--- src/design/lsu_pkg.sv ---
package lsu_pkg;

    localparam int XLEN         = 32;
    localparam int DMEM_WORDS   = 256;  // Word index from address bits 9:2
    localparam int DMEM_LATENCY = 2;    // Req rise to ack rise, in cycles

    // RV32I major opcodes
    localparam logic [6:0] OPC_LOAD  = 7'b0000011;
    localparam logic [6:0] OPC_STORE = 7'b0100011;

    // funct3 size and signedness
    localparam logic [2:0] F3_B  = 3'b000;
    localparam logic [2:0] F3_H  = 3'b001;
    localparam logic [2:0] F3_W  = 3'b010;
    localparam logic [2:0] F3_BU = 3'b100;  // Loads only
    localparam logic [2:0] F3_HU = 3'b101;  // Loads only

    localparam logic [1:0] SIZE_BYTE = 2'd0;
    localparam logic [1:0] SIZE_HALF = 2'd1;
    localparam logic [1:0] SIZE_WORD = 2'd2;

    localparam logic [1:0] FAULT_NONE       = 2'd0;
    localparam logic [1:0] FAULT_ILLEGAL    = 2'd1;  // Opcode or funct3
    localparam logic [1:0] FAULT_MISALIGNED = 2'd2;

    // Request stage FSM
    localparam logic [1:0] REQ_IDLE     = 2'd0;  // Empty, fault entry or bubble
    localparam logic [1:0] REQ_WAIT_ACK = 2'd1;  // req high
    localparam logic [1:0] REQ_WAIT_LOW = 2'd2;  // req dropped, ack falling

    // One instruction word, I-type and S-type views
    typedef union packed {
        struct packed {
            logic [11:0] imm;
            logic [4:0]  rs1;
            logic [2:0]  funct3;
            logic [4:0]  rd;
            logic [6:0]  opcode;
        } ld;
        struct packed {
            logic [6:0]  imm_hi;
            logic [4:0]  rs2;
            logic [4:0]  rs1;
            logic [2:0]  funct3;
            logic [4:0]  imm_lo;
            logic [6:0]  opcode;
        } st;
    } lsu_instr_u;

endpackage

--- src/design/lsu_mem_rsp.sv ---
`timescale 1ns/1ps

module lsu_mem_rsp import lsu_pkg::*; (
    input  logic            clk,
    input  logic            rst_n,
    input  logic            r_valid,
    input  logic            r_is_store,
    input  logic [1:0]      r_size,
    input  logic            r_signed,
    input  logic [1:0]      r_addr_lo,
    input  logic [4:0]      r_rd,
    input  logic [XLEN-1:0] r_rdata,
    input  logic [1:0]      r_fault,
    output logic            fwd_rsp_valid,
    output logic [4:0]      fwd_rsp_rd,
    output logic [XLEN-1:0] fwd_rsp_val,
    output logic            w_valid,
    output logic [4:0]      w_rd,
    output logic            w_we,
    output logic [XLEN-1:0] w_val,
    output logic [1:0]      w_fault
);
    logic            v_q;
    logic            is_store_q;
    logic [1:0]      size_q;
    logic            signed_q;
    logic [1:0]      addr_lo_q;
    logic [4:0]      rd_q;
    logic [XLEN-1:0] rdata_q;
    logic [1:0]      fault_q;
    logic [15:0]     sel_h;
    logic [7:0]      sel_b;
    logic [XLEN-1:0] ext_val;
    logic            ld_ok;

    // Never stalls, bubbles arrive while the request stage waits
    always_ff @(posedge clk) begin
        if (!rst_n)
            v_q <= 1'b0;
        else
            v_q <= r_valid;
    end

    always_ff @(posedge clk) begin
        is_store_q <= r_is_store;
        size_q     <= r_size;
        signed_q   <= r_signed;
        addr_lo_q  <= r_addr_lo;
        rd_q       <= r_rd;
        rdata_q    <= r_rdata;
        fault_q    <= r_fault;
    end

    assign sel_h = addr_lo_q[1] ? rdata_q[31:16] : rdata_q[15:0];  // Halfword by bit 1
    assign sel_b = addr_lo_q[0] ? sel_h[15:8] : sel_h[7:0];       // Then byte by bit 0

    always_comb begin
        case (size_q)
            SIZE_BYTE: ext_val = {{24{signed_q & sel_b[7]}}, sel_b};
            SIZE_HALF: ext_val = {{16{signed_q & sel_h[15]}}, sel_h};
            default:   ext_val = rdata_q;
        endcase
    end

    assign ld_ok = !is_store_q && fault_q == FAULT_NONE;

    assign w_valid = v_q;
    assign w_rd    = rd_q;
    assign w_we    = v_q && ld_ok && rd_q != 5'd0;  // x0 never written
    assign w_val   = ld_ok ? ext_val : '0;          // Stores and faults retire zero
    assign w_fault = fault_q;

    assign fwd_rsp_valid = w_we;
    assign fwd_rsp_rd    = rd_q;
    assign fwd_rsp_val   = ext_val;

endmodule

--- config.mk ---
export PLATFORM = sky130hd
export DESIGN_NAME = lsu_mem_rsp
export DESIGN_NICKNAME = d
export VERILOG_FILES = /design/src/design/lsu_pkg.sv /design/src/design/lsu_mem_rsp.sv
export SDC_FILE = /design/constraint.sdc
export NUM_CORES = 1
export LEC_CHECK = 0
export ABC_AREA = 0
export BUFFER_PORTS_ARGS = -buffer_cell sky130_fd_sc_hd__buf_2
export CAP_MARGIN = 20
export CORE_MARGIN = 5
export CORE_UTILIZATION = 44
export DETAILED_ROUTE_END_ITERATION = 7
export PLACE_DENSITY = 0.9
export SYNTH_ARGS = -nofsm -noshare
export SYNTH_HDL_FRONTEND = slang
export SYNTH_SLANG_ARGS = --single-unit
--- constraint.sdc ---
create_clock -name clk -period 2.3 [get_ports clk]
set_input_delay 0.115 -clock clk [delete_from_list [all_inputs] [get_ports clk]]
set_output_delay 0.115 -clock clk [all_outputs]
set_load 0.02 [all_outputs]
# ---- Word level (Yosys, flattened, before mapping)
# Cells that the tools add are included.
dict set report classes {
  n_reduce_logical 7
  n_mux 4
  n_bitwise 2
  n_eq_ne 1
}
# op n
set op_table {}
lappend op_table {{$pmux 32 s2} 1}
lappend op_table {{$mux 32} 1}
lappend op_table {{$mux 16} 1}
lappend op_table {{$mux 8} 1}
lappend op_table {{$reduce_bool 5->1} 1}
lappend op_table {{$logic_not 2->1} 2}
lappend op_table {{$logic_and 1x1->1} 3}
lappend op_table {{$and 1x1->1} 2}
lappend op_table {{$eq 2x1->1 const B} 1}
lappend op_table {{$logic_not 1->1} 1}
dict set report totals {
  out_inout_bits 79
  regBits 46
  elab_cells 22
  input_bits 48
}

# ---- Longest topological paths before layout
# Gate-level depths: netlist of the first run.
dict set report depth {
  depth_word 5
  depth_mapped 6
  mapped_depth_nobuf 4
}

# ---- Least setup slack after synthesis of the first run
# Ideal clock, no wire load.
dict set report synth_timing {
  path_type {register -> output}
  from {register fault_q[1] (netlist: w_fault[1])}
  to {output w_we}
  t_arrival_ps 1973
  path_stages_with_launch 6
  n_path_buf 3
  path_slack_ps 212
  required_time_ps 2185
  path_cell_list {dfxtp_1 > or3_1 > clkbuf_1 > buf_1 > nor3b_1 > buf_4}
}
dict set report synth_between {
  elab_chain_len 4
}
# element line
set synth_rtl {}
lappend synth_rtl {{from (decl)} lsu_mem_rsp.sv:30} ;# logic [1:0] fault_q;
lappend synth_rtl {{from (signal assigned)} lsu_mem_rsp.sv:51} ;# fault_q <= r_fault;
lappend synth_rtl {{$logic_not 2->1} lsu_mem_rsp.sv:65} ;# assign ld_ok = !is_store_q && fault_q == FAULT_NONE;
lappend synth_rtl {{$logic_and 1x1->1} lsu_mem_rsp.sv:65}
lappend synth_rtl {{$logic_and 1x1->1 (2 in series)} lsu_mem_rsp.sv:69} ;# assign w_we = v_q && ld_ok && rd_q != 5'd0;
lappend synth_rtl {{to (decl)} lsu_mem_rsp.sv:19} ;# output logic w_we,
# Every way passes these cells.

# ---- Worst setup path in the final report of the first run
dict set report layout_timing {
  from {register addr_lo_q[0]}
  to {output w_val[23]}
}
dict set report layout_between {
  elab_chain_len 4
}
# element line
set layout_rtl {}
lappend layout_rtl {{from (decl)} lsu_mem_rsp.sv:27} ;# logic [1:0] addr_lo_q;
lappend layout_rtl {{from (signal assigned)} lsu_mem_rsp.sv:48} ;# addr_lo_q <= r_addr_lo;
lappend layout_rtl {{$mux 8} lsu_mem_rsp.sv:55} ;# assign sel_b = addr_lo_q[0] ? sel_h[15:8] : sel_h[7:0];
lappend layout_rtl {{$and 1x1->1} lsu_mem_rsp.sv:59} ;# SIZE_BYTE: ext_val = {{24{signed_q & sel_b[7]}}, sel_b};
lappend layout_rtl {{$pmux 32 s2} lsu_mem_rsp.sv:58} ;# case (size_q)
lappend layout_rtl {{$mux 32} lsu_mem_rsp.sv:70} ;# assign w_val = ld_ok ? ext_val : '0;
lappend layout_rtl {{to (decl)} lsu_mem_rsp.sv:20} ;# output logic [XLEN-1:0] w_val,
# Every way passes these cells.

==> results of run 1 <==
[stage by stage]
step                      hold WS (ns)  TNS [ns]
after global placement          0.2176         0
after floorplan                 0.1427         0
after global routing           0.03560  -0.05448
after CTS                      0.02098         0
final                          0.02986         0
after detailed placement        0.2186         0
[sequential cells by signal, summed over array words and instances, names as in the netlist]
name and cells:
w_valid 1, rdata_q 32, signed_q 1, addr_lo_q 2
w_fault 2, is_store_q 1, fwd_rsp_rd 5, size_q 2
[where the power goes]
part | switching, mW | leakage [nW] | total, mW | internal (mW)
combinational | 0.247 | 1.13 | 0.444 | 0.197
clock | 0.238 | 0.0482 | 0.480 | 0.242
sequential | 0.0311 | 0.388 | 0.871 | 0.840
total | 0.516 | 1.56 | 1.79 | 1.28
[final timing paths]
| check | startpoint | end | slack [ns] | depth (start not counted) |
|---|---|---|---|---|
| max | addr_lo_q[0] | w_val[23] | 0.14 | 4 |
| min | r_valid | w_valid | 0.03 | 2 |
[layout make-up]
| class | count | area [sq um] | share of cell area, % |
|---|---|---|---|
| Clock buffer | 7 | 86.33 | 2.855 |
| Multi-Input combinational cell | 115 | 833.3 | 27.55 |
| Sequential cell | 46 | 922.1 | 30.49 |
| Clock inverter | 1 | 5.005 | 0.1655 |
| Inverter | 1 | 3.754 | 0.1241 |
| Tap cell | 50 | 62.56 | 2.069 |
| Timing Repair Buffer | 175 | 1111 | 36.74 |
[logic make-up (layout without fill, tap and decap cells)]
family | count (synthesis) | count (layout) | share of synthesized area [%]
simple gates | 68 | 68 | 19.45
flops | 46 | 46 | 49.70
compound gates | 38 | 38 | 19.45
buf+inv | 19 | 184 | 6.346
mux | 9 | 9 | 5.064
[placed cells by master, fill, tap and decap left out, types with 4 or more instances in the layout]
master	instances
and2b_1	6
clkbuf_8	6
buf_2	126
dfxtp_1	45
buf_4	4
nor2b_1	12
nor2_1	8
nand2_1	32
dlygate4sd3_1	45
a221o_1	13
a21oi_2	14
mux2i_1	7
[layer usage]
metal	wire (um)	up-vias	share of wire [%]	global-route usage, %
met2	3651	97	57	44.87
li1	-	952	-	-
met1	2249	935	35	21.93
met3	415	14	6.4	6.008
met5	0	-	0	0
met4	142	0	2.2	7.708
[critical path: stages, from the launching register on]
cell	delay (ns)
dfxtp_1	0.35
or4b_4	0.59
o22a_4	0.43
a21oi_2	0.20
buf_2	0.18
[timing repair]
item | 4_1_cts | 5_1_grt
hold buffers | 45 | 0
endpoints found under the setup margin | 1 | 18
pin swaps | 0 | 1
resized for setup | 1 | 4
endpoints found under the hold margin | 45 | 0
==> results.tsv, run 1 <==
metric	value	unit
tightest_slew	0.5790	ns
ys.flop_type	dfxtp_1	
gp_congestion	0.8602	
root_buffer	clkbuf_8	
fin_crit	2.160	ns
syn_nets	228	
p_total	1.795	mW
overflow	0	
core-area	4029	sq um
cts_tree	built	
arrival	2.05	ns
drive_gt1_share	47.54	%
power_density	593.5	nW/um^2
synth_commonest_cells	dfxtp_1, nand2_1, a21oi_2	
synthArstFlopShare	0	%
grt_usage	22.55	%
n_antenna_cell	0	
ys_ff_latch	46	
yosysMostFrequentCell	dfxtp_1	
synthesis.area	1853	sq um
hold_viol	0	
clockBufferDepth	2	
crit_path_end_kind	output port	
fin_ws	0.1398	ns
dr.pass1.iters	5	
p_leak	1.565	nW
grt_pass1_vias	2087	
path_clk_slew	0.08	ns
min_period_over_period	93.92	%
ys_warn_count	0	
fin_cells	395	
grt_first_pass_wirelength	9508	um
rsz0062_at_grt	yes	
final_nets	392	
synth_top_area_share	49.70	%
start_util	45.99	%
maxSlewHeadroom	61.32	%
slew_violations	0	
io_buffers	126	
routed_via_density	5.058	
cp.required	2.18	ns
clock_sink_count	46	
hold_path.class	in -> reg	
postRouteAntennaNets	0	
syn_avg_cell_area	10.29	sq um
area_growth_syn_to_layout	63.20	%
antenna_found_initial	0	
dp.cells	342	
dr.first_iter.drc_count	111	
ir_worst_vdd	0.4480	mV
die_h	74.90	um
syn_inst	180	
synth_largest_area_cell	dfxtp_1	
ys_types	32	
fillCellCount	272	
path_max_fanout	32	
postLayoutCoreUtil	75.06	%
setup_viol	0	
maxCapViolations	0	
num_vias	1998	
hpwl	4190	um
post_cts_buffers	0	
numCtsBuffers	5	
post-route-cell-area	3024	sq um
synth-edff-count	0	
place_area	2462	sq um
fmax	462.9	MHz
grt_max_degree	34	
routed_wirelength	6458	um
die_w	74.90	um
synth-seq-area-share	49.70	%
io_pins	127	
drcViolationCount	0	
num_rows	23	
pre_cts_ws	0.3251	ns
run_status	completed	
drt-wirelength-per-cell	16.35	um
worstSetupStartpointType	register	
cts-htree-levels	2	
criticalPathCategory	reg -> out	
synth.area.top_cells	dfxtp_1, a221o_1, a21oi_2	
dieArea	5609	sq um
(Power assumes the default switching activity.)
==> inputs of run 2 (changes only) <==
--- a/config.mk
+++ b/config.mk
@@ -9,9 +9,9 @@
 export BUFFER_PORTS_ARGS = -buffer_cell sky130_fd_sc_hd__buf_2
 export CAP_MARGIN = 20
 export CORE_MARGIN = 5
-export CORE_UTILIZATION = 44
+export CORE_UTILIZATION = 42
 export DETAILED_ROUTE_END_ITERATION = 7
-export PLACE_DENSITY = 0.9
+export PLACE_DENSITY = 0.87
 export SYNTH_ARGS = -nofsm -noshare
 export SYNTH_HDL_FRONTEND = slang
 export SYNTH_SLANG_ARGS = --single-unit
==> run 2 against run 1 <==
Effect of this change: core utilization down 5.0 points; total power up 0.24%; sequential share of layout area about the same; non-clock buffer count down 1; routed wire length up 2.5%; count of clock-buffer cells in the layout unchanged; cell count up 0.51%; maximum frequency down 0.99%; setup slack worse by 0.022 ns; combinational power down 1%; worst hold slack better by 0.036 ns; sequential cell count unchanged.
==> results.tsv, run 2 (synthesis results as in run 1) <==
metric	value	unit	change
run_status	completed		
power_density	593.7	nW/um^2	about the same
hold_path.class	in -> reg		
grt_first_pass_wirelength	10290	um	+8.3%
postLayoutCoreUtil	70.08	%	-5.0 points
grt_max_degree	33		-2.9%
die_h	76.42	um	+2.0%
final_nets	392		unchanged
clockBufferDepth	2		unchanged
criticalPathCategory	reg -> out		
num_vias	1977		-1.1%
antenna_found_initial	0		unchanged
cts_tree	built		
setup_viol	0		unchanged
arrival	2.07	ns	+0.02 ns
drcViolationCount	0		unchanged
layout_commonest_cell	buf_2		
n_antenna_cell	0		unchanged
ir_worst_vdd	0.5111	mV	+14%
drive_gt1_share	47.83	%	+0.29 points
fin_crit	2.182	ns	+0.02165 ns
post_cts_buffers	0		unchanged
clock_sink_count	46		unchanged
routed_wirelength	6622	um	+2.5%
area_growth_syn_to_layout	63.54	%	
maxSlewHeadroom	61.12	%	-0.20 points
fin_cells	397		+0.51%
tightest_slew	0.5821	ns	+0.003062 ns
rsz0062_at_grt	no		
largest_register_ffs	32		unchanged
fmax	458.3	MHz	-0.99%
worstSetupStartpointType	register		
postRouteAntennaNets	0		unchanged
crit_path_end_kind	output port		
dr.pass1.iters	4		-1
gp_congestion	0.8278		-3.8%
slew_violations	0		unchanged
final_cell_mix	buf_2, dlygate4sd3_1, dfxtp_1		
top_register	rdata_q		
overflow	0		unchanged
root_buffer	clkbuf_8		
path_clk_slew	0.07	ns	about the same
die_w	76.42	um	+2.0%
hold_viol	0		unchanged
path_max_fanout	12		-63%
start_util	42.85	%	-3.1 points
setup_tns	0	ns	unchanged
dr.first_iter.drc_count	105		-5.4%
num_rows	24		+4.3%
routed_via_density	4.980		-1.5%
cts-htree-levels	2		unchanged
cp.required	2.18	ns	about the same
grt_pass1_vias	2000		-4.2%
io_pins	127		unchanged
dp.cells	343		+0.29%
drt-wirelength-per-cell	16.68	um	+2.0%
core-area	4324	sq um	+7.3%
min_period_over_period	94.86	%	+0.94 points
numCtsBuffers	5		unchanged
hpwl	4431	um	+5.7%
grt_usage	22.26	%	-0.29 points
dieArea	5840	sq um	+4.1%
maxCapViolations	0		unchanged
p_leak	1.559	nW	-0.35%
io_buffers	126		unchanged
==> run 2: routing by layer <==
metal | share of wire, % | vias to the layer above | GRT usage [%] | wire [um]
met4 | 5.5 | 0 | 14.86 | 365
met1 | 37 | 903 | 23.28 | 2452
met3 | 5.7 | 29 | 5.319 | 380
met5 | 0 | - | 0 | 0
met2 | 52 | 92 | 39.04 | 3424
li1 | - | 953 | - | -
==> run 2: stage by stage <==
stage	area (sq um)	hold WS [ns]	power, mW	setup WS (ns)
final	3030	0.06625	1.799	0.1182
after global routing	3030	0.05797	1.881	0.02331
after CTS	2999	0.01752	1.795	0.01924
after detailed placement	2457	0.2186	1.259	0.3549
after global placement	2457	0.2177	1.252	0.4439
after floorplan	1853	0.1427	1.126	0.2121
==> run 2: repair_timing <==
item                                   in CTS  in global routing
setup endpoints to repair                   0                 31
hold buffers                               45                  0
endpoints found under the hold margin      45                  0
gates resized for setup                     0                  5
==> run 2: path summary, 6_finish.rpt <==
path,cells past startpoint,end,slack (ns),startpoint
max,5,w_val[8],0.12,size_q[1]
min,2,w_valid,0.07,r_valid
==> run 2: area by class of cell <==
| type | instances | area, sq um |
|---|---|---|
| Clock inverter | 1 | 5.005 |
| Timing Repair Buffer | 174 | 1104 |
| Multi-Input combinational cell | 116 | 843.3 |
| Clock buffer | 7 | 86.33 |
| Inverter | 1 | 3.754 |
| Fill cell | 329 | 1294 |
| Sequential cell | 46 | 923.4 |
| Tap cell | 52 | 65.06 |
==> run 2: critical path, cell delays in order (launching register included) <==
cell and delay [ns]:
dfxtp_2 0.40, or4b_4 0.58, o22ai_4 0.26, a221o_1 0.22
and2b_1 0.15, buf_2 0.16
==> run 2: report_power, final <==
group          switching, mW  internal, mW  leakage [nW]  total [mW]
clock network          0.241         0.242        0.0482       0.483
logic                  0.242         0.197          1.12       0.439
registers             0.0361         0.840         0.388       0.876
==> inputs of run 3 (changes only) <==
--- a/config.mk
+++ b/config.mk
@@ -5,13 +5,13 @@
 export SDC_FILE = /design/constraint.sdc
 export NUM_CORES = 1
 export LEC_CHECK = 0
-export ABC_AREA = 0
+export ABC_AREA = 1
 export BUFFER_PORTS_ARGS = -buffer_cell sky130_fd_sc_hd__buf_2
 export CAP_MARGIN = 20
 export CORE_MARGIN = 5
 export CORE_UTILIZATION = 42
 export DETAILED_ROUTE_END_ITERATION = 7
-export PLACE_DENSITY = 0.87
+export PLACE_DENSITY = 0.85
 export SYNTH_ARGS = -nofsm -noshare
 export SYNTH_HDL_FRONTEND = slang
 export SYNTH_SLANG_ARGS = --single-unit
==> run 3 against run 2 <==
Effect of this change: clock power increased by 51%; synthesized cell count grew 37%; critical path depth up 3; cell area increased by 5.4%; first-iteration DRC count increased by 49%; routed wire length up 5.3%; sequential power decreased by 1%; area after synthesis is 7.9% higher; count of clock-buffer cells in the layout is 1 lower; worst hold slack improved by 0.38 ns; largest cell class unchanged; combinational power barely moved.
==> results.tsv, run 3 <==
metric	value	unit	change
drcViolationCount	0		unchanged
gp_congestion	0.7820		-5.5%
run_status	completed		
worstHoldStart	r_rdata[23]		
cts-htree-levels	2		unchanged
ir_worst_vdd	0.5291	mV	+3.5%
seq_power_share	42.5	%	-6.2 points
synth_commonest_cells	nand2_1, dfxtp_1, nor2_1		
final_cell_mix	buf_2, nand2_1, dlygate4sd3_1		
synth_largest_area_cell	dfxtp_1		
synth-compound-area-share	18.02	%	-1.4 points
syn_avg_cell_area	8.128	sq um	-21%
switching_share	27.28	%	-1.6 points
num_vias	2261		+14%
clkPwrFrac	35.9	%	+9.0 points
final_nets	459		+17%
grt_first_pass_wirelength	11050	um	+7.3%
top_register	rdata_q		
clockBufferDepth	2		unchanged
maxSlewHeadroom	63.10	%	+2.0 points
ys_types	23		-28%
criticalPathCategory	reg -> out		
slew_violations	0		unchanged
layout_commonest_cell	buf_2		
dr.first_iter.drc_count	156		+49%
die_w	79.00	um	+3.4%
core-area	4661	sq um	+7.8%
fin_ws	0.3347	ns	+0.2166 ns
p_leak	1.825	nW	+17%
ys.flop_type	dfxtp_1		
numCtsBuffers	5		unchanged
dieArea	6240	sq um	+6.9%
grt_max_degree	33		unchanged
hold_viol	0		unchanged
die_h	79.00	um	+3.4%
comb_power_share	21.6	%	-2.8 points
synthSimpleGateAreaFrac	25.41	%	+6.0 points
dr.pass1.iters	4		unchanged
yosysMostFrequentCell	nand2_1		
ctsResizeCount	0		unchanged
critical_path.startpoint	addr_lo_q[1]		
area_growth_syn_to_layout	59.76	%	
overflow	0		unchanged
postLayoutCoreUtil	68.54	%	-1.5 points
synth-adder-area-share	0	%	unchanged
rsz0062_at_grt	no		
largest_register_ffs	32		unchanged
pre_cts_ws	0.6833	ns	+0.3284 ns
start_util	42.90	%	+0.046 points
synthesis.area	1999	sq um	+7.9%
io_pins	127		unchanged
synth_top_area_share	46.06	%	-3.6 points
hpwl	4410	um	-0.47%
hold_path.class	in -> reg		
path_max_fanout	32		+20
synthArstFlopShare	0	%	unchanged
drt-wirelength-per-cell	14.93	um	-11%
syn_inst	246		+37%
min_period_over_period	85.45	%	-9.4 points
tightest_slew	0.5498	ns	-0.03227 ns
setup_tns	0	ns	unchanged
io_buffers	126		unchanged
syn_nets	294		+29%
grt_usage	22.60	%	+0.34 points
p_int	1.483	mW	+16%
ys_ff_latch	46		unchanged
antenna_found_initial	0		unchanged
ys_warn_count	0		unchanged
arrival	1.85	ns	-0.22 ns
cp.required	2.18	ns	about the same
min_path_cells	2		unchanged
p_switching	0.5562	mW	+7.0%
power_density	638.3	nW/um^2	+7.5%
routed_via_density	4.842		-2.8%
cts_tree	built		
setup_viol	0		unchanged
path_clk_slew	0.08	ns	about the same
fmax	508.8	MHz	+11%
synth-seq-area-share	46.06	%	-3.6 points
synth.area.top_cells	dfxtp_1, nand2_1, a21oi_2		
postRouteAntennaNets	0		unchanged
fin_crit	1.965	ns	-0.2166 ns
grt_pass1_vias	2307		+15%
drive_gt1_share	40.05	%	-7.8 points
crit_path_end_kind	output port		
holdPathEnd	rdata_q[23]		
synth-edff-count	0		unchanged
routed_wirelength	6970	um	+5.3%
maxCapViolations	0		unchanged
worstSetupStartpointType	register		
muxShareOfSynthArea	0	%	-5.1 points
root_buffer	clkbuf_8		
synth_top_family_by_area	simple AND/OR/NAND/NOR gates		
num_rows	25		+4.2%
clock_sink_count	46		unchanged
yosys.area_share.xor_xnor	0	%	unchanged
[run 3: cell count changes after synthesis, sizes merged, moves of 8 or more]
cell   change
a221o     -16
a22oi      +8
nor2b     -12
nor2      +13
nand2     +61
a21oi     +10
inv       +14
mux2i      -9
[run 3: area by class of cell]
class	instances	area, sq um
diodes	1	2.502
clock buffers	6	82.58
clock inverters	2	60.06
fillers	364	1466
inverters	15	61.31
multi-input cells	166	868.3
flip-flops and latches	46	920.9
well taps	54	67.56
repair buffers	177	1131
[run 3: power groups by stage]
stage	combinational, mW	sequential [mW]	clock [mW]
3_5_place_dp	0.368	0.885	0
6_report	0.441	0.867	0.731
4_1_cts	0.432	0.866	0.737
3_3_place_gp	0.363	0.883	0
5_1_grt	0.475	0.871	0.769
2_1_floorplan	0.241	0.885	0
[run 3: worst max-delay path by stage]
stage | endpoint | slack (ns)
after floorplan | w_val[0] | 0.65
after CTS | w_val[16] | 0.33
after detailed placement | w_val[16] | 0.68
after global routing | w_val[31] | 0.14
final | w_val[31] | 0.33
after global placement | w_val[30] | 0.74
[run 3: stage by stage]
stage | std cells | area [sq um] | power (mW) | hold WS, ns
final | 467 | 3194 | 2.039 | 0.4495
after detailed placement | 411 | 2579 | 1.252 | 0.2186
after global routing | 466 | 3192 | 2.116 | 0.4442
after floorplan | 246 | 1999 | 1.126 | 0.1427
after CTS | 466 | 3192 | 2.035 | 0.4393
after global placement | 411 | 2579 | 1.246 | 0.2178
[run 3: cells by family after synthesis]
kind of cell | count (synthesis)
buffers and inverters | 34
and+or+nand+nor | 117
DFF | 46
AOI/OAI and AO/OA | 49
[run 3: timing repair]
item	in CTS	in global routing
buffers inserted	0	0
endpoints found under the hold margin	46	0
hold buffers	47	0
[run 3: critical path, stage by stage (launching register included)]
cell,delay (ns)
dfxtp_1,0.37
inv_4,0.17
nand2_1,0.10
nand2_2,0.11
nand2_1,0.09
nand3_2,0.10
nand2_4,0.23
a21oi_1,0.20
buf_2,0.18
[run 3: metal layers]
metal | vias up | track usage (%) | part of all wire [%]
met5 | - | 0 | 0
met4 | 0 | 11.00 | 3.7
met3 | 27 | 4.989 | 8.0
met2 | 134 | 40.91 | 50
met1 | 993 | 24.73 | 38
li1 | 1107 | - | -
